[config.mk]
export PLATFORM = sky130hd
export DESIGN_NAME = uart_manage
export DESIGN_NICKNAME = d
export VERILOG_FILES = /design/src/verilog/uart_pkg.sv /design/src/verilog/byte_fifo.sv /design/src/verilog/uart_manage.sv /design/src/verilog/uart_rx.sv /design/src/verilog/uart_tx.sv /design/src/verilog/uart_word_ctrl.sv
export VERILOG_INCLUDE_DIRS = /design/src /design/src/verilog
export SDC_FILE = /design/constraint.sdc
export NUM_CORES = 1
export LEC_CHECK = 0
export BUFFER_PORTS_ARGS = -buffer_cell sky130_fd_sc_hd__buf_2
export CAP_MARGIN = 20
export CELL_PAD_IN_SITES_DETAIL_PLACEMENT = 0
export CELL_PAD_IN_SITES_GLOBAL_PLACEMENT = 1
export CORE_UTILIZATION = 47
export DETAILED_ROUTE_END_ITERATION = 6
export GPL_ROUTABILITY_DRIVEN = 0
export GPL_TIMING_DRIVEN = 0
export PLACE_DENSITY_LB_ADDON = 0.1
export SYNTH_ARGS = -nofsm -noshare
export SYNTH_HDL_FRONTEND = slang
export SYNTH_HIERARCHICAL = 1
export SYNTH_SLANG_ARGS = --single-unit
[constraint.sdc]
create_clock -name clk -period 2.7 [get_ports clk]
set_clock_uncertainty 0.1 [all_clocks]
set_input_delay 0.135 -clock clk [delete_from_list [all_inputs] [get_ports clk]]
set_output_delay 0.135 -clock clk [all_outputs]
set_load 0.005 [all_outputs]
[src/verilog/uart_params.svh]
`ifndef UART_PARAMS_SVH
`define UART_PARAMS_SVH

// system clock in Hz
`define UART_CLK_FREQ 32'd50_000_000

// line rate in bits per second
`define UART_BAUD 32'd115_200

// bytes held by each FIFO
`define UART_FIFO_DEPTH 16

// FIFO pointer width, log2 of the depth
`define UART_FIFO_AW 4

`endif

[src/verilog/uart_pkg.sv]
package uart_pkg;

    // bytes moved by one order: 1, 2 or 4
    typedef enum logic [1:0] {
        SIZE_BYTE = 2'd0,
        SIZE_HALF = 2'd1,
        SIZE_WORD = 2'd2
    } xfer_size_t;

    typedef enum logic [1:0] {
        RX_IDLE  = 2'd0,
        RX_START = 2'd1,
        RX_DATA  = 2'd2,
        RX_STOP  = 2'd3
    } rx_state_t;

    typedef enum logic [1:0] {
        TX_IDLE  = 2'd0,
        TX_START = 2'd1,
        TX_DATA  = 2'd2,
        TX_STOP  = 2'd3
    } tx_state_t;

endpackage

[src/verilog/byte_fifo.sv]
`include "uart_params.svh"

module byte_fifo #(
    parameter int unsigned DEPTH = `UART_FIFO_DEPTH,
    parameter int unsigned AW    = `UART_FIFO_AW
) (
    input  logic       i_push,
    input  logic [7:0] i_push_data,
    input  logic       i_pop,
    input  logic       clk,
    input  logic       i_rst,
    output logic       o_push_done,
    output logic       o_pop_done,
    output logic [7:0] o_pop_data,
    output logic       o_drop
);

    localparam logic [AW:0] FULL_CNT = (AW + 1)'(DEPTH);

    logic [7:0]    mem [DEPTH];
    logic [AW-1:0] wr_ptr;
    logic [AW-1:0] rd_ptr;
    logic [AW:0]   count;
    logic          full;
    logic          empty;
    logic          push_ok;
    logic          pop_ok;

    // wraps for depths that are not a power of two
    function automatic logic [AW-1:0] ptr_inc(input logic [AW-1:0] ptr);
        if (ptr == AW'(DEPTH - 1)) begin
            return '0;
        end
        return ptr + 1'b1;
    endfunction

    assign full    = (count == FULL_CNT);
    assign empty   = (count == '0);
    assign push_ok = i_push && !full;
    assign pop_ok  = i_pop && !empty;

    always_ff @(posedge clk) begin
        if (i_rst) begin
            wr_ptr <= '0;
            rd_ptr <= '0;
            count  <= '0;
        end else begin
            if (push_ok) begin
                wr_ptr <= ptr_inc(wr_ptr);
            end
            if (pop_ok) begin
                rd_ptr <= ptr_inc(rd_ptr);
            end
            case ({push_ok, pop_ok})
                2'b10:   count <= count + 1'b1;
                2'b01:   count <= count - 1'b1;
                default: count <= count;
            endcase
        end
    end

    always_ff @(posedge clk) begin
        if (push_ok) begin
            mem[wr_ptr] <= i_push_data;
        end
    end

    assign o_push_done = push_ok;
    assign o_pop_done  = pop_ok;
    assign o_pop_data  = mem[rd_ptr];
    // push into a full buffer is lost
    assign o_drop      = i_push && full;

endmodule

[src/verilog/uart_manage.sv]
`include "uart_params.svh"

module uart_manage
    import uart_pkg::*;
#(
    parameter int unsigned CLK_FREQ   = `UART_CLK_FREQ,
    parameter int unsigned BAUD       = `UART_BAUD,
    parameter int unsigned FIFO_DEPTH = `UART_FIFO_DEPTH,
    parameter int unsigned FIFO_AW    = `UART_FIFO_AW
) (
    input  logic        i_order,
    input  xfer_size_t  i_size,
    input  logic        i_write,
    input  logic [31:0] i_write_data,
    input  logic        i_rxd,
    input  logic        clk,
    input  logic        i_rst,
    output logic        o_accepted,
    output logic        o_done,
    output logic [31:0] o_read_data,
    output logic        o_txd,
    output logic        o_rx_overrun
);

    logic       rx_strobe;
    logic [7:0] rx_byte;
    logic       pop_req;
    logic       pop_done;
    logic [7:0] pop_byte;
    logic       push_req;
    logic [7:0] push_byte;
    logic       push_done;
    logic       tx_ready;
    logic       tx_start;
    logic [7:0] tx_byte;

    uart_rx #(.CLK_FREQ(CLK_FREQ), .BAUD(BAUD)) u_rx (
        .i_rxd(i_rxd), .clk(clk), .i_rst(i_rst),
        .o_strobe(rx_strobe), .o_data(rx_byte)
    );

    // receive side, a full buffer drops and flags overrun
    byte_fifo #(.DEPTH(FIFO_DEPTH), .AW(FIFO_AW)) u_rx_fifo (
        .i_push(rx_strobe), .i_push_data(rx_byte), .i_pop(pop_req),
        .clk(clk), .i_rst(i_rst),
        .o_push_done(), .o_pop_done(pop_done), .o_pop_data(pop_byte),
        .o_drop(o_rx_overrun)
    );

    uart_word_ctrl u_ctrl (
        .i_order(i_order), .i_size(i_size), .i_write(i_write),
        .i_write_data(i_write_data),
        .i_pop_done(pop_done), .i_pop_byte(pop_byte), .i_push_done(push_done),
        .clk(clk), .i_rst(i_rst),
        .o_accepted(o_accepted), .o_done(o_done), .o_read_data(o_read_data),
        .o_pop_req(pop_req), .o_push_req(push_req), .o_push_byte(push_byte)
    );

    // transmit side, drained one byte per idle transmitter
    byte_fifo #(.DEPTH(FIFO_DEPTH), .AW(FIFO_AW)) u_tx_fifo (
        .i_push(push_req), .i_push_data(push_byte), .i_pop(tx_ready),
        .clk(clk), .i_rst(i_rst),
        .o_push_done(push_done), .o_pop_done(tx_start), .o_pop_data(tx_byte),
        .o_drop()
    );

    uart_tx #(.CLK_FREQ(CLK_FREQ), .BAUD(BAUD)) u_tx (
        .i_start(tx_start), .i_data(tx_byte), .clk(clk), .i_rst(i_rst),
        .o_ready(tx_ready), .o_txd(o_txd)
    );

endmodule

[src/verilog/uart_rx.sv]
`include "uart_params.svh"

module uart_rx
    import uart_pkg::*;
#(
    parameter int unsigned CLK_FREQ = `UART_CLK_FREQ,
    parameter int unsigned BAUD     = `UART_BAUD
) (
    input  logic       i_rxd,
    input  logic       clk,
    input  logic       i_rst,
    output logic       o_strobe,
    output logic [7:0] o_data
);

    localparam int unsigned CPB = CLK_FREQ / BAUD;
    localparam int unsigned CW  = $clog2(CPB) + 1;

    rx_state_t   state;
    logic        rxd_meta;
    logic        rxd_sync;
    logic        rxd_prev;
    logic [CW-1:0] cnt;
    logic [2:0]  bit_idx;
    logic [7:0]  shreg;

    // two-flop synchronizer plus one for edge detect
    always_ff @(posedge clk) begin
        if (i_rst) begin
            rxd_meta <= 1'b1;
            rxd_sync <= 1'b1;
            rxd_prev <= 1'b1;
        end else begin
            rxd_meta <= i_rxd;
            rxd_sync <= rxd_meta;
            rxd_prev <= rxd_sync;
        end
    end

    always_ff @(posedge clk) begin
        if (i_rst) begin
            state    <= RX_IDLE;
            cnt      <= '0;
            bit_idx  <= '0;
            o_strobe <= 1'b0;
        end else begin
            o_strobe <= 1'b0;
            case (state)
                RX_IDLE: begin
                    // falling edge starts a frame, wait half a bit
                    if (rxd_prev && !rxd_sync) begin
                        state <= RX_START;
                        cnt   <= CW'(CPB / 2 - 1);
                    end
                end
                RX_START: begin
                    if (cnt == '0) begin
                        // glitch check at mid start bit
                        state   <= rxd_sync ? RX_IDLE : RX_DATA;
                        cnt     <= CW'(CPB - 1);
                        bit_idx <= '0;
                    end else begin
                        cnt <= cnt - 1'b1;
                    end
                end
                RX_DATA: begin
                    if (cnt == '0) begin
                        cnt     <= CW'(CPB - 1);
                        bit_idx <= bit_idx + 1'b1;
                        if (bit_idx == 3'd7) begin
                            state <= RX_STOP;
                        end
                    end else begin
                        cnt <= cnt - 1'b1;
                    end
                end
                RX_STOP: begin
                    if (cnt == '0) begin
                        // framing error drops the byte
                        o_strobe <= rxd_sync;
                        state    <= RX_IDLE;
                    end else begin
                        cnt <= cnt - 1'b1;
                    end
                end
                default: state <= RX_IDLE;
            endcase
        end
    end

    // lsb arrives first
    always_ff @(posedge clk) begin
        if (state == RX_DATA && cnt == '0) begin
            shreg <= {rxd_sync, shreg[7:1]};
        end
    end

    assign o_data = shreg;

endmodule

[src/verilog/uart_tx.sv]
`include "uart_params.svh"

module uart_tx
    import uart_pkg::*;
#(
    parameter int unsigned CLK_FREQ = `UART_CLK_FREQ,
    parameter int unsigned BAUD     = `UART_BAUD
) (
    input  logic       i_start,
    input  logic [7:0] i_data,
    input  logic       clk,
    input  logic       i_rst,
    output logic       o_ready,
    output logic       o_txd
);

    localparam int unsigned CPB = CLK_FREQ / BAUD;
    localparam int unsigned CW  = $clog2(CPB) + 1;

    tx_state_t     state;
    logic [CW-1:0] cnt;
    logic [2:0]    bit_idx;
    logic [7:0]    shreg;

    always_ff @(posedge clk) begin
        if (i_rst) begin
            state   <= TX_IDLE;
            cnt     <= '0;
            bit_idx <= '0;
            o_txd   <= 1'b1;
        end else begin
            case (state)
                TX_IDLE: begin
                    if (i_start) begin
                        state <= TX_START;
                        cnt   <= CW'(CPB - 1);
                        o_txd <= 1'b0;
                    end
                end
                TX_START: begin
                    if (cnt == '0) begin
                        state   <= TX_DATA;
                        cnt     <= CW'(CPB - 1);
                        bit_idx <= '0;
                        o_txd   <= shreg[0];
                    end else begin
                        cnt <= cnt - 1'b1;
                    end
                end
                TX_DATA: begin
                    if (cnt == '0) begin
                        cnt     <= CW'(CPB - 1);
                        bit_idx <= bit_idx + 1'b1;
                        if (bit_idx == 3'd7) begin
                            state <= TX_STOP;
                            o_txd <= 1'b1;
                        end else begin
                            o_txd <= shreg[1];
                        end
                    end else begin
                        cnt <= cnt - 1'b1;
                    end
                end
                TX_STOP: begin
                    if (cnt == '0) begin
                        state <= TX_IDLE;
                    end else begin
                        cnt <= cnt - 1'b1;
                    end
                end
                default: state <= TX_IDLE;
            endcase
        end
    end

    // shift on each data bit boundary
    always_ff @(posedge clk) begin
        if (state == TX_IDLE && i_start) begin
            shreg <= i_data;
        end else if (state == TX_DATA && cnt == '0) begin
            shreg <= {1'b0, shreg[7:1]};
        end
    end

    assign o_ready = (state == TX_IDLE);

endmodule

[src/verilog/uart_word_ctrl.sv]
module uart_word_ctrl
    import uart_pkg::*;
(
    input  logic        i_order,
    input  xfer_size_t  i_size,
    input  logic        i_write,
    input  logic [31:0] i_write_data,
    input  logic        i_pop_done,
    input  logic [7:0]  i_pop_byte,
    input  logic        i_push_done,
    input  logic        clk,
    input  logic        i_rst,
    output logic        o_accepted,
    output logic        o_done,
    output logic [31:0] o_read_data,
    output logic        o_pop_req,
    output logic        o_push_req,
    output logic [7:0]  o_push_byte
);

    logic        busy;
    logic        wr_q;
    xfer_size_t  size_q;
    logic [2:0]  remain;
    logic [2:0]  size_bytes;
    logic [31:0] wr_aligned;
    logic [31:0] wr_shift;
    logic [31:0] rd_shift;
    logic [31:0] rd_next;
    logic [31:0] rd_ext;
    logic [31:0] read_q;
    logic        ack;
    logic        last;

    assign o_accepted = !busy && i_order;

    always_comb begin
        case (i_size)
            SIZE_BYTE: begin
                size_bytes = 3'd1;
                wr_aligned = {i_write_data[7:0], 24'h000000};
            end
            SIZE_HALF: begin
                size_bytes = 3'd2;
                wr_aligned = {i_write_data[15:0], 16'h0000};
            end
            default: begin
                size_bytes = 3'd4;
                wr_aligned = i_write_data;
            end
        endcase
    end

    // one acknowledge per byte, from whichever FIFO is in use
    assign ack  = busy && (wr_q ? i_push_done : i_pop_done);
    assign last = ack && (remain == 3'd1);

    always_ff @(posedge clk) begin
        if (i_rst) begin
            busy   <= 1'b0;
            wr_q   <= 1'b0;
            size_q <= SIZE_BYTE;
            remain <= '0;
        end else if (o_accepted) begin
            busy   <= 1'b1;
            wr_q   <= i_write;
            size_q <= i_size;
            remain <= size_bytes;
        end else if (ack) begin
            remain <= remain - 1'b1;
            if (last) begin
                busy <= 1'b0;
            end
        end
    end

    // msb first in both directions
    assign rd_next = {rd_shift[23:0], i_pop_byte};

    always_comb begin
        case (size_q)
            SIZE_BYTE: rd_ext = {{24{rd_next[7]}}, rd_next[7:0]};
            SIZE_HALF: rd_ext = {{16{rd_next[15]}}, rd_next[15:0]};
            default:   rd_ext = rd_next;
        endcase
    end

    always_ff @(posedge clk) begin
        if (o_accepted) begin
            wr_shift <= wr_aligned;
        end else if (busy && i_push_done) begin
            wr_shift <= {wr_shift[23:0], 8'h00};
        end
        if (busy && i_pop_done) begin
            rd_shift <= rd_next;
        end
        if (last && !wr_q) begin
            read_q <= rd_ext;
        end
    end

    assign o_done      = last;
    // result shows in the completing cycle, then is held
    assign o_read_data = (last && !wr_q) ? rd_ext : read_q;
    assign o_pop_req   = busy && !wr_q;
    assign o_push_req  = busy && wr_q;
    assign o_push_byte = wr_shift[31:24];

endmodule
# Word level (Yosys, flattened, before mapping)
# Memory sizes are Yosys's and may differ from the RTL's. A register that Yosys moved wholly into a read port is not among the register bits.
# Index checks and enable logic that the tools add are counted.
[totals]
memories = 2
output_inout_bits = 36
in_bits = 39
regBits = 172
elab_cells = 204
ram_bits = 256
[classes]
mux = 76
n_eq_ne = 33
addsub = 13
n_reduce_logical = 52
bitwise_logic = 2
[memory_table]
columns = ["name", "words", "width", "read_ports", "rd_ports_with_merged_regs", "write_ports", "line_no", "text"]
rows = [
  ["u_rx_fifo.mem", 16, 8, 1, 1, 1, "byte_fifo.sv:20", "logic [7:0] mem [DEPTH];"],
  ["u_tx_fifo.mem", 16, 8, 1, 1, 1, "byte_fifo.sv:20", ""],
]
[op_table]
columns = ["cell", "n"]
rows = [
  ["$pmux 32 s2", 2],
  ["$mux 32", 3],
  ["$mux 10", 6],
  ["$pmux 10 s3", 2],
  ["$mux 4", 12],
  ["$mux 1", 24],
  ["$mux 2", 11],
  ["$logic_not 10->1", 2],
  ["$ne 2x1->1 const B", 10],
  ["$pmux 5 s2", 2],
  ["$sub 10x1->10 const B", 2],
  ["$mux 3", 6],
  ["$pmux 3 s2", 3],
  ["$logic_and 1x1->1", 17],
  ["$add 4x1->4 const B", 4],
  ["$eq 4x4->1 const B", 4],
  ["$mux 8", 2],
  ["$pmux 2 s4", 2],
  ["$reduce_bool 2->1", 8],
  ["$eq 2x1->1 const B", 6],
  ["$eq 2x2->1 const B", 6],
  ["$add 5x1->5 const B", 2],
  ["$eq 5x5->1 const B", 2],
  ["$logic_not 5->1", 2],
  ["17 further kinds", 36],
]

# Depth between registers and ports, before layout
# Gate-level depths: netlist (run 1).
[depth]
word_depth = 9
depth_mapped = 12

# By module
# The synthesis (run 1) kept the hierarchy.
[modules_own_cells]
columns = ["module", "cells_per_inst", "n_inst", "area_per_inst_um2", "seq_area_each_um2"]
rows = [
  ["byte_fifo", 322, 2, 5824.3, 4184.0],
  ["uart_word_ctrl", 305, 1, 4159.0, 2462.4],
  ["uart_tx", 143, 1, 1412.6, 560.5],
  ["uart_rx", 139, 1, 1373.8, 620.6],
]

# Worst setup path after synthesis (run 1)
# OpenSTA, ideal clock, no wires.
[synth_timing]
path_type = "register to register"
startpoint = "register u_ctrl.busy"
endpoint = "register u_tx_fifo.count[4]"
period_less_slack_ns = 2.944
path_stages_with_launch = 13
required_time_ns = 2.464
t_arrival_ns = 2.709
n_path_buf = 2
path_slack_ns = -0.244
cell_sequence = "dfxtp_1 > clkbuf_1 > and2_1 > a21boi_2 > inv_1 > ha_1 > buf_2 > xor2_1 > ha_1 > nor2b_1 > o32ai_1 > mux2i_1 > o2111ai_1"
[synth_via]
elab_chain_len = 4
elab_cells_between_ends = 6
cone_classes = "eq/ne: 2; mux: 1; reduce/logical: 3"
[synth_lines]
columns = ["element", "line_no", "text"]
rows = [
  ["start: declaration", "uart_word_ctrl.sv:21", "logic busy;"],
  ["start signal: assignment", "uart_word_ctrl.sv:60", "busy <= 1'b0;"],
  ["start signal: assignment", "uart_word_ctrl.sv:65", "busy <= 1'b1;"],
  ["start signal: assignment", "uart_word_ctrl.sv:72", "busy <= 1'b0;"],
  ["$logic_and 1x1->1 *", "uart_word_ctrl.sv:106", "assign o_push_req = busy && wr_q;"],
  ["named net push_req", "uart_manage.sv:30", "logic push_req;"],
  ["$logic_and 1x1->1 *", "byte_fifo.sv:39", "assign push_ok = i_push && !full;"],
  ["named net push_done", "uart_manage.sv:32", "logic push_done;"],
  ["$eq 2x1->1 or $eq 2x2->1 (tied branches)", "byte_fifo.sv:54", "case ({push_ok, pop_ok})"],
  ["$pmux 5 s2 or $reduce_bool 2->1 (tied branches)", "-", ""],
  ["end signal: assignment", "byte_fifo.sv:55", "2'b10: count <= count + 1'b1;"],
  ["end signal: assignment", "byte_fifo.sv:56", "2'b01: count <= count - 1'b1;"],
  ["end signal: assignment", "byte_fifo.sv:57", "default: count <= count;"],
  ["end: declaration", "byte_fifo.sv:23", "logic [AW:0] count;"],
]
# Mark *: on every way through the listed nets, which the timed path passes. The rest lies on a longest branch.
# A chain may end at the register's enable or synchronous reset.

==> results of run 1 <==
==> layout by cell type, fill, tap and decap left out, types with 5 or more instances in the layout <==
master         count
buf_2             58
nor4_1             6
buf_1              8
a21oi_1           36
mux2_1             6
nand3_1           16
mux4_2            64
mux2_2            22
a22oi_2            7
edfxtp_1         328
mux2_4            40
xor2_1             8
bufinv_16          6
buf_4             57
and2_1            12
dlygate4sd3_1     38
nand2_1           59
o21ai_0           37
inv_1             28
clkbuf_16         45
nand2b_1          16
nor3_1            21
dfxtp_1           99
clkinv_2          11
dfxtp_4            5
clkbuf_1          29
a31oi_1            9
nand2_2           10
and3_1             7
a22o_1            10
buf_6             30
clkbuf_8           8
a22oi_1           27
a221oi_1           8
nor2_1            88
nor2b_1           13
ha_1              31
mux2i_1           22
==> path summary, 6_finish.rpt <==
path,to,depth (start not counted),start
max,o_read_data[24],10,flop
min,u_ctrl/wr_shift[27],4,i_size[1]
max reg2reg,u_rx_fifo/count[4],11,u_rx_fifo/count[1]
min reg2reg,u_rx/rxd_sync,1,u_rx/rxd_meta
==> worst reg2reg max path, cell delays in order (launching register included) <==
cell and delay (ps):
dfxtp_4 380, or4_4 530, o21ai_4 180, inv_4 40
buf_6 120, ha_4 170, xor2_1 140, ha_2 220
nor2b_4 130, o32ai_2 260, mux2i_1 220, o2111ai_1 120
==> power by group through the flow <==
stage | combinational [mW] | sequential [mW] | clock [mW]
floorplan | 2.86 | 7.93 | 0
global placement | 3.70 | 7.99 | 0
detailed placement | 3.73 | 8.00 | 0
CTS | 4.03 | 7.87 | 6.51
global route | 4.44 | 7.93 | 6.76
finish | 4.07 | 7.88 | 6.34
==> flip-flops by register name, indices dropped and copies added, names as in the netlist, 5 cells and up, named ones only <==
| name | cells |
|---|---|
| u_ctrl/wr_shift | 32 |
| u_rx_fifo/count | 5 |
| u_rx/cnt | 10 |
| u_rx/o_data | 8 |
| u_tx/cnt | 10 |
| u_tx_fifo/count | 5 |
| u_tx/shreg | 8 |
| u_tx_fifo/mem | 128 |
| u_ctrl/read_q | 32 |
| u_ctrl/rd_shift | 24 |
| u_rx_fifo/mem | 128 |
==> routing by layer <==
layer / vias to the layer above / GRT usage (%) / part of all wire [%]
met5: - / 0 / 0
met1: 5373 / 25.3 / 43
met4: 0 / 7.25 / 2.6
li1: 5141 / - / -
met3: 72 / 2.81 / 3.3
met2: 182 / 34.1 / 51
==> cell type report <==
type	count	area, µm²	share of cell area (%)
sequential	436	12000	53.9
inverter	30	118	0.527
clock buffer	58	1240	5.58
multi-input combinational	692	6270	28.1
tap	518	648	2.90
clock inverter	25	283	1.27
buffer	67	449	2.01
timing repair buffer	156	1270	5.70
==> what timing repair did <==
action / CTS / global route
pin swaps: 14 / 12
hold buffers: 38 / 0
endpoints found under the setup margin: 101 / 81
cloned: 3 / 0
gates resized for setup: 90 / 17
setup buffers: 21 / 14
hold endpoints to repair: 40 / 0
==> run metrics, run 1 <==
Root Buffer Master clkbuf_16; Iter 0 DRT Violations 522; Crit path largest cell delay 560 ps; First-pass DRT Iterations 5; post-placement cell count roughly 1800; post-synth net total approximately 1300; Final Core Density between 50 and 60%; antenna cells 0; delay-heaviest family, CP multiplexers; number of sinks on the clock net around 440; minimum setup slack after placement -646 ps; initial standard-cell utilization of the core ~48%; clock share of power a little over a third; slowest CP cell mux4_2; number of maximum-capacitance constraint violations 0; Max FO, Critical Path 8; layout overhead on the synthesized area 20.1%; number of buffers on the longest clock path 3; share of power burned in registers between 40% and 50%; unrepaired setup endpoints after global routing true; top achievable clock speed ~0.3 GHz; clock tree from TritonCTS yes; total number of yosys warnings 6; Mapped Cells approximately 1200; Worst slew margin between 40% and 50%; violated checks setup timing; final instance area about 22000 µm²; Lkg Pwr 7.94 nW; Remaining DRCs 0; wire length of the first global-routing pass a little over 60000 µm; worst setup slack after layout -617 ps; part of the power in combinational logic 22.3%; total cell area at the placement stage about 20000 µm²; switching portion of total power 26.7%; floorplan row count 72; Tot GR Track Use 19.8%; post-layout net count ~1500; IO Count 75; remaining number of nets flagged by the antenna check after routing 0; register clock-pin slew on the reported worst setup and hold paths roughly 60 ps; largest net degree at the start of global routing 18; worst slack on hold paths between 60 and 70 ps; critical path start-end classification reg2out; number of failing hold endpoints at the final stage 0; Slew @ Worst Pin 876 ps; max-slew violation count 0; Die X roughly 200 µm; Detailed Route WL between 30000 and 40000 µm; filler instances between 3000 and 4000; placeable core region around 39000 µm²; run status complete, but fails checks; cell repeated most along the worst path mux2_4; H-Tree Level Count 2; switching power 4.88 mW; series of cell instances along the critical path buf_8 -> buf_12 -> mux4_2 -> a22oi_2 -> nand2_2 -> mux2_4 -> buf_6 -> mux2_4 -> mux2_4 -> buf_6; startpoint kind of the worst setup timing path flop; internal portion of total power roughly 13 mW; share of the cycle needed by the critical path after routing 123%; Detail Placement HPWL between 20000 and 30000 µm; total power density per cell area 819 nW/µm²; ratio of routed vias to standard cells approximately 5.4; Congestion Overflow GR 0; data required time at the worst endpoint approximately 2500 ps; detailed-route via count ~11000; average cell area after synthesis around 15 µm²; sum of negative setup slack -15080 ps; source-to-sink clock delay at the later pin of the worst-skew pair 560 ps; number of antenna violations at the first check in global routing 0; arrival time of the worst setup path about 3100 ps; die outline area between 40000 and 50000 µm²; Reg2Reg Setup Slack -40 ps; Layout Cells excl Fill slightly below 2000; number of buffers created by CTS 45; peak supply drop 0.559 mV; Final Power 18.3 mW; Die Span Y around 200 µm; worst hold-check path type in2reg; shortest period the worst path allows ~3300 ps; worst path bufs/invs 4; I/O Buffers 73; number of failing setup endpoints in the final timing report 34; fraction of final layout cells with drive strength greater than 1 29.6%; cell area after synthesis roughly 19000 µm²; critical path endpoint category primary output; average wire length per cell after detail routing just under 20 µm; vias in the first global route 11000
(Power assumes the default switching activity.)
==> run 2, diff against run 1 <==
--- a/config.mk
+++ b/config.mk
@@ -15,6 +15,7 @@
 export GPL_ROUTABILITY_DRIVEN = 0
 export GPL_TIMING_DRIVEN = 0
 export PLACE_DENSITY_LB_ADDON = 0.1
+export SETUP_SLACK_MARGIN = 0.5
 export SYNTH_ARGS = -nofsm -noshare
 export SYNTH_HDL_FRONTEND = slang
 export SYNTH_HIERARCHICAL = 1
==> run 2 against run 1 <==
The flow still finishes with violations (setup timing); clock power decreased by 4.6%; first-iteration DRC count increased by 8.0%; largest power group unchanged; sequential power about the same; maximum frequency decreased by 0.56%.
==> run metrics, run 2 (synthesis results as in run 1) <==
Detailed Route WL 40200 µm (+2.5%); arrival time of the worst setup path 3100 ps (+20 ps); source-to-sink clock delay at the later pin of the worst-skew pair 580 ps (+20 ps); layout overhead on the synthesized area 25.5%; total cell area at the placement stage 19800 µm² (about the same); remaining number of nets flagged by the antenna check after routing 0 (unchanged); H-Tree Level Count 2 (unchanged); hold path start i_size[1]; Final Power 19.1 mW (+4.3%); Detail Placement HPWL 25400 µm (-0.60%); peak supply drop 0.573 mV (+2.5%); die outline area 40300 µm² (unchanged); unrepaired setup endpoints after global routing true; Worst slew margin 48.4% (+7.2 points); number of buffers on the longest clock path 3 (unchanged); Layout Cells excl Fill 2014 (+1.6%); clock tree from TritonCTS yes; worst setup slack after layout -636 ps (-18.6 ps); number of failing hold endpoints at the final stage 0 (unchanged); floorplan row count 72 (unchanged); placeable core region 38800 µm² (unchanged); number of sinks on the clock net 436 (unchanged); IO Count 75 (unchanged); Final Core Density 60.1% (+2.6 points); Die X 201 µm (unchanged); First-pass DRT Iterations 4 (-1); critical path endpoint category primary output; Reg-to-Reg Start u_rx_fifo/count[0]; number of failing setup endpoints in the final timing report 37 (+8.8%); max-slew violation count 0 (unchanged); Root Buffer Master clkbuf_16; I/O Buffers 73 (unchanged); Largest regs u_rx_fifo/mem (128), u_tx_fifo/mem (128); shortest period the worst path allows 3340 ps (+18.6 ps); final instance area 23300 µm² (+4.5%); critical path start-end classification reg2out; antenna cells 0 (unchanged); run status complete, but fails checks; top achievable clock speed 0.300 GHz (-0.56%); Tot GR Track Use 20.1% (+0.31 points); register clock-pin slew on the reported worst setup and hold paths 60 ps (about the same); post-placement cell count 1826 (-0.22%); violated checks setup timing; Max FO, Critical Path 8 (unchanged); number of buffers created by CTS 47 (+4.4%); data required time at the worst endpoint 2470 ps (about the same); initial standard-cell utilization of the core 47.9% (unchanged); Lkg Pwr 8.27 nW (+4.2%); worst slack on hold paths 37.5 ps (-24.9 ps); share of the cycle needed by the critical path after routing 124% (+0.69 points); worst hold-check path type in2reg; total power density per cell area 818 nW/µm² (-0.16%); commonest cells after routing, fill and taps aside edfxtp_1 (328), dfxtp_1 (98), mux4_2 (64), nor2_1 (60), buf_4 (59); startpoint kind of the worst setup timing path flop; number of antenna violations at the first check in global routing 0 (unchanged); Congestion Overflow GR 0 (unchanged); wire length of the first global-routing pass 62700 µm (+1.7%); vias in the first global route 11300 (+2.0%); ratio of routed vias to standard cells 5.47 (+0.73%); Reg2Reg Setup Slack -310 ps (-270 ps); Iter 0 DRT Violations 564 (+8.0%); leading cell type in the layout, fill and taps excluded edfxtp_1; Die Span Y 201 µm (unchanged); fraction of final layout cells with drive strength greater than 1 36.0% (+6.4 points); Slew @ Worst Pin 771 ps (-104 ps); Remaining DRCs 0 (unchanged); average wire length per cell after detail routing 20.0 µm (+0.86%); largest net degree at the start of global routing 33 (+15); filler instances 3013 (-1.3%); post-layout net count 1535 (+2.2%); detailed-route via count 11000 (+2.4%); number of maximum-capacitance constraint violations 0 (unchanged)
## run 2: per-stage QoR
stage          setup TNS, ps  setup WS [ps]
3_3_place_gp          -25600           -617
2_1_floorplan          -51.3          -28.1
3_5_place_dp          -25960           -607
5_1_grt               -21520           -748
6_report              -17720           -636
4_1_cts               -20400           -709
## run 2: final cells by class
class                   count  area (µm²)  share of cell area [%]
clock buffers              56        1220                    5.23
plain buffers              73         606                    2.60
clock inverters            28         229                   0.981
repair buffers            181        1640                    7.04
multi-input cells         692        6840                    29.3
well taps                 518         648                    2.78
inverters                  30         118                   0.504
flip-flops and latches    436       12000                    51.6
## run 2: worst paths after layout
check | to | cells after the start
min | u_ctrl/wr_shift[25] | 4
max | o_read_data[30] | 10
min reg2reg | u_rx/rxd_sync | 1
max reg2reg | u_rx_fifo/count[4] | 13
## run 2: routing by layer
layer | wire [µm] | track usage (%) | vias up
li1 | - | - | 5218
met1 | 17000 | 25.5 | 5530
met2 | 20600 | 34.7 | 197
met3 | 1370 | 2.92 | 77
met4 | 1270 | 7.85 | 0
met5 | 0 | 0 | -
## run 2: timing repair
item,in CTS,in global routing
gates cloned,3,1
resized for setup,183,84
buffers inserted,34,28
setup endpoints to repair,358,302
pin swaps,31,27
endpoints found under the hold margin,40,0
hold buffers,38,0
## run 2: critical path, cell delays in order (launching register included)
cell	delay (ps)
dfxtp_2	330
buf_8	130
buf_12	110
mux4_2	550
a22oi_2	210
nand2_2	90
mux2_4	330
buf_6	140
mux2_2	270
mux2_4	270
buf_6	120
## run 2: where the power goes
group | switching [mW] | leakage (nW) | internal [mW]
registers | 0.291 | 3.86 | 7.60
logic | 2.45 | 3.70 | 2.69
clock network | 2.55 | 0.709 | 3.50
==> run 3, diff against run 2 <==
--- a/config.mk
+++ b/config.mk
@@ -10,7 +10,7 @@
 export CAP_MARGIN = 20
 export CELL_PAD_IN_SITES_DETAIL_PLACEMENT = 0
 export CELL_PAD_IN_SITES_GLOBAL_PLACEMENT = 1
-export CORE_UTILIZATION = 47
+export CORE_UTILIZATION = 40
 export DETAILED_ROUTE_END_ITERATION = 6
 export GPL_ROUTABILITY_DRIVEN = 0
 export GPL_TIMING_DRIVEN = 0
==> run 3 against run 2 <==
The run still ends with setup timing left; power is 0.88% higher; cell area is 1.1% higher; sequential share of layout area is 0.58 points lower; critical path depth stayed put; sequential power hardly changed; worst setup slack worse by 44 ps; critical endpoint is now o_read_data[23].
==> run metrics, run 3 (synthesis results as in run 1) <==
fraction of final layout cells with drive strength greater than 1 36.5% (+0.47 points); die outline area 47300 µm² (+17%); Die X 218 µm (+8.3%); final instance area 23600 µm² (+1.1%); post-placement cell count 1908 (+4.5%); Register-to-Register Path Depth 15 (+2); Tot GR Track Use 18.2% (-1.9 points); placeable core region 45600 µm² (+17%); post-layout net count 1545 (+0.65%); Slew @ Worst Pin 771 ps (+0.00381 ps); vias in the first global route 11500 (+1.7%); antenna cells 0 (unchanged); average wire length per cell after detail routing 20.0 µm (about the same); ratio of routed vias to standard cells 5.19 (-5.2%); total power density per cell area 816 nW/µm² (-0.25%); Cells on Worst Hold Path 4 (unchanged); Root Buffer Master clkbuf_16; max-slew violation count 0 (unchanged); Worst slew margin 48.4% (about the same); hold worst-path end u_ctrl/wr_shift[26]; worst slack on hold paths 29.8 ps (-7.66 ps); IO Count 75 (unchanged); data required time at the worst endpoint 2470 ps (about the same); hold path start i_size[1]; wire length of the first global-routing pass 65700 µm (+4.7%); Layout Cells excl Fill 2107 (+4.6%); Die Span Y 218 µm (+8.3%); H-Tree Level Count 2 (unchanged); number of antenna violations at the first check in global routing 0 (unchanged); layout overhead on the synthesized area 27.0%; peak supply drop 0.608 mV (+6.2%); detailed-route via count 10900 (-0.78%); Detail Placement HPWL 26700 µm (+4.8%); area taken by multi-input logic gates 6820 µm² (-0.27%); commonest cells after routing, fill and taps aside edfxtp_1 (328), dfxtp_1 (96), mux4_2 (64), nor2_1 (60), buf_4 (59); minimum setup slack after placement -749 ps (-142 ps); number of sinks on the clock net 436 (unchanged); violated checks setup timing; Final Core Density 51.8% (-8.3 points); arrival time of the worst setup path 3140 ps (+40 ps); number of buffers created by CTS 46 (-2.1%); Iter 0 DRT Violations 534 (-5.3%); critical path endpoint category primary output; number of failing hold endpoints at the final stage 0 (unchanged); worst setup slack after layout -679 ps (-43.8 ps); floorplan row count 78 (+8.3%); top achievable clock speed 0.296 GHz (-1.3%); filler instances 3824 (+27%); source-to-sink clock delay at the later pin of the worst-skew pair 580 ps (about the same); register clock-pin slew on the reported worst setup and hold paths 60 ps (about the same); unrepaired setup endpoints after global routing true; Reg2Reg Setup Slack -350 ps (-40 ps); Largest regs u_rx_fifo/mem (128), u_tx_fifo/mem (128); leading cell type in the layout, fill and taps excluded edfxtp_1; share of the cycle needed by the critical path after routing 125% (+1.6 points); total cell area at the placement stage 19900 µm² (+0.53%); initial standard-cell utilization of the core 40.8% (-7.1 points); Lkg Pwr 8.32 nW (+0.57%); number of buffers on the longest clock path 3 (unchanged); Remaining DRCs 0 (unchanged); startpoint kind of the worst setup timing path flop; Critical R2R Capture u_rx_fifo/count[4]; Congestion Overflow GR 0 (unchanged); First-pass DRT Iterations 5 (+1); I/O Buffers 73 (unchanged); worst hold-check path type in2reg; shortest period the worst path allows 3380 ps (+43.8 ps); remaining number of nets flagged by the antenna check after routing 0 (unchanged); largest net degree at the start of global routing 33 (unchanged); Reg-to-Reg Start u_rx_fifo/count[1]; run status complete, but fails checks; number of failing setup endpoints in the final timing report 38 (+2.7%); clock tree from TritonCTS yes; number of maximum-capacitance constraint violations 0 (unchanged); Detailed Route WL 42100 µm (+4.6%); critical path start-end classification reg2out; area of all sequential standard cells 12000 µm² (unchanged); Max FO, Critical Path 8 (unchanged)
## run 3: cell types whose count changed in the layout (fill, tap and decap cells not counted), sizes merged
cell         previous run  this run
clkbuf                 81        94
nand2                  69        70
buf                   191       195
clkinv                 23        13
inv                    30        31
dlygate4sd3            38        40
## run 3: metrics by stage
stage | power (mW) | setup TNS [ps]
6_report | 19.2 | -19630
5_1_grt | 20.2 | -24100
4_1_cts | 18.9 | -21660
3_5_place_dp | 11.8 | -32460
3_3_place_gp | 11.8 | -32510
2_1_floorplan | 10.8 | -51.3
## run 3: worst max-delay path by stage
stage                                  start                  to  slack (ps)
after floorplan           u_tx_fifo/count[0]  u_tx_fifo/count[4]         -30
after global placement                  flop     o_read_data[24]        -720
after detailed placement                flop     o_read_data[24]        -750
after CTS                               flop     o_read_data[23]        -770
after global routing                    flop     o_read_data[23]        -790
final                                   flop     o_read_data[23]        -680
## run 3: layout make-up
cell class	count	area share, %
clock buffers	65	5.53
inverters	30	0.498
plain buffers	73	2.60
clock inverters	19	0.838
flip-flops and latches	436	51.0
well taps	600	3.18
repair buffers	191	7.48
multi-input cells	693	28.9
## run 3: report_power, final
group	internal, mW	switching [mW]	total (mW)
logic	2.66	2.43	5.09
registers	7.60	0.286	7.89
clock network	3.67	2.60	6.27
total	13.9	5.32	19.2
## run 3: per-layer routing
layer / routed length (µm) / track usage (%) / vias to the layer above
met5: 0 / 0 / -
met2: 21900 / 31.9 / 143
met1: 17800 / 22.9 / 5483
met4: 968 / 5.47 / 0
li1: - / - / 5249
met3: 1410 / 3.21 / 61
## run 3: what timing repair did
| action | 4_1_cts | 5_1_grt |
|---|---|---|
| setup endpoints to repair | 364 | 281 |
| buffers inserted | 48 | 21 |
| resized for setup | 174 | 92 |
| hold buffers | 40 | 0 |
| endpoints found under the hold margin | 40 | 0 |
| pin swaps | 35 | 27 |
| gates cloned | 3 | 3 |
## run 3: worst max-delay path, stage by stage, from the launching register on
cell	delay (ps)
dfxtp_2	330
buf_8	130
buf_12	110
mux4_2	550
a22oi_2	200
nand2_2	100
mux2_4	340
buf_6	140
mux2_4	270
mux2_4	270
buf_6	120
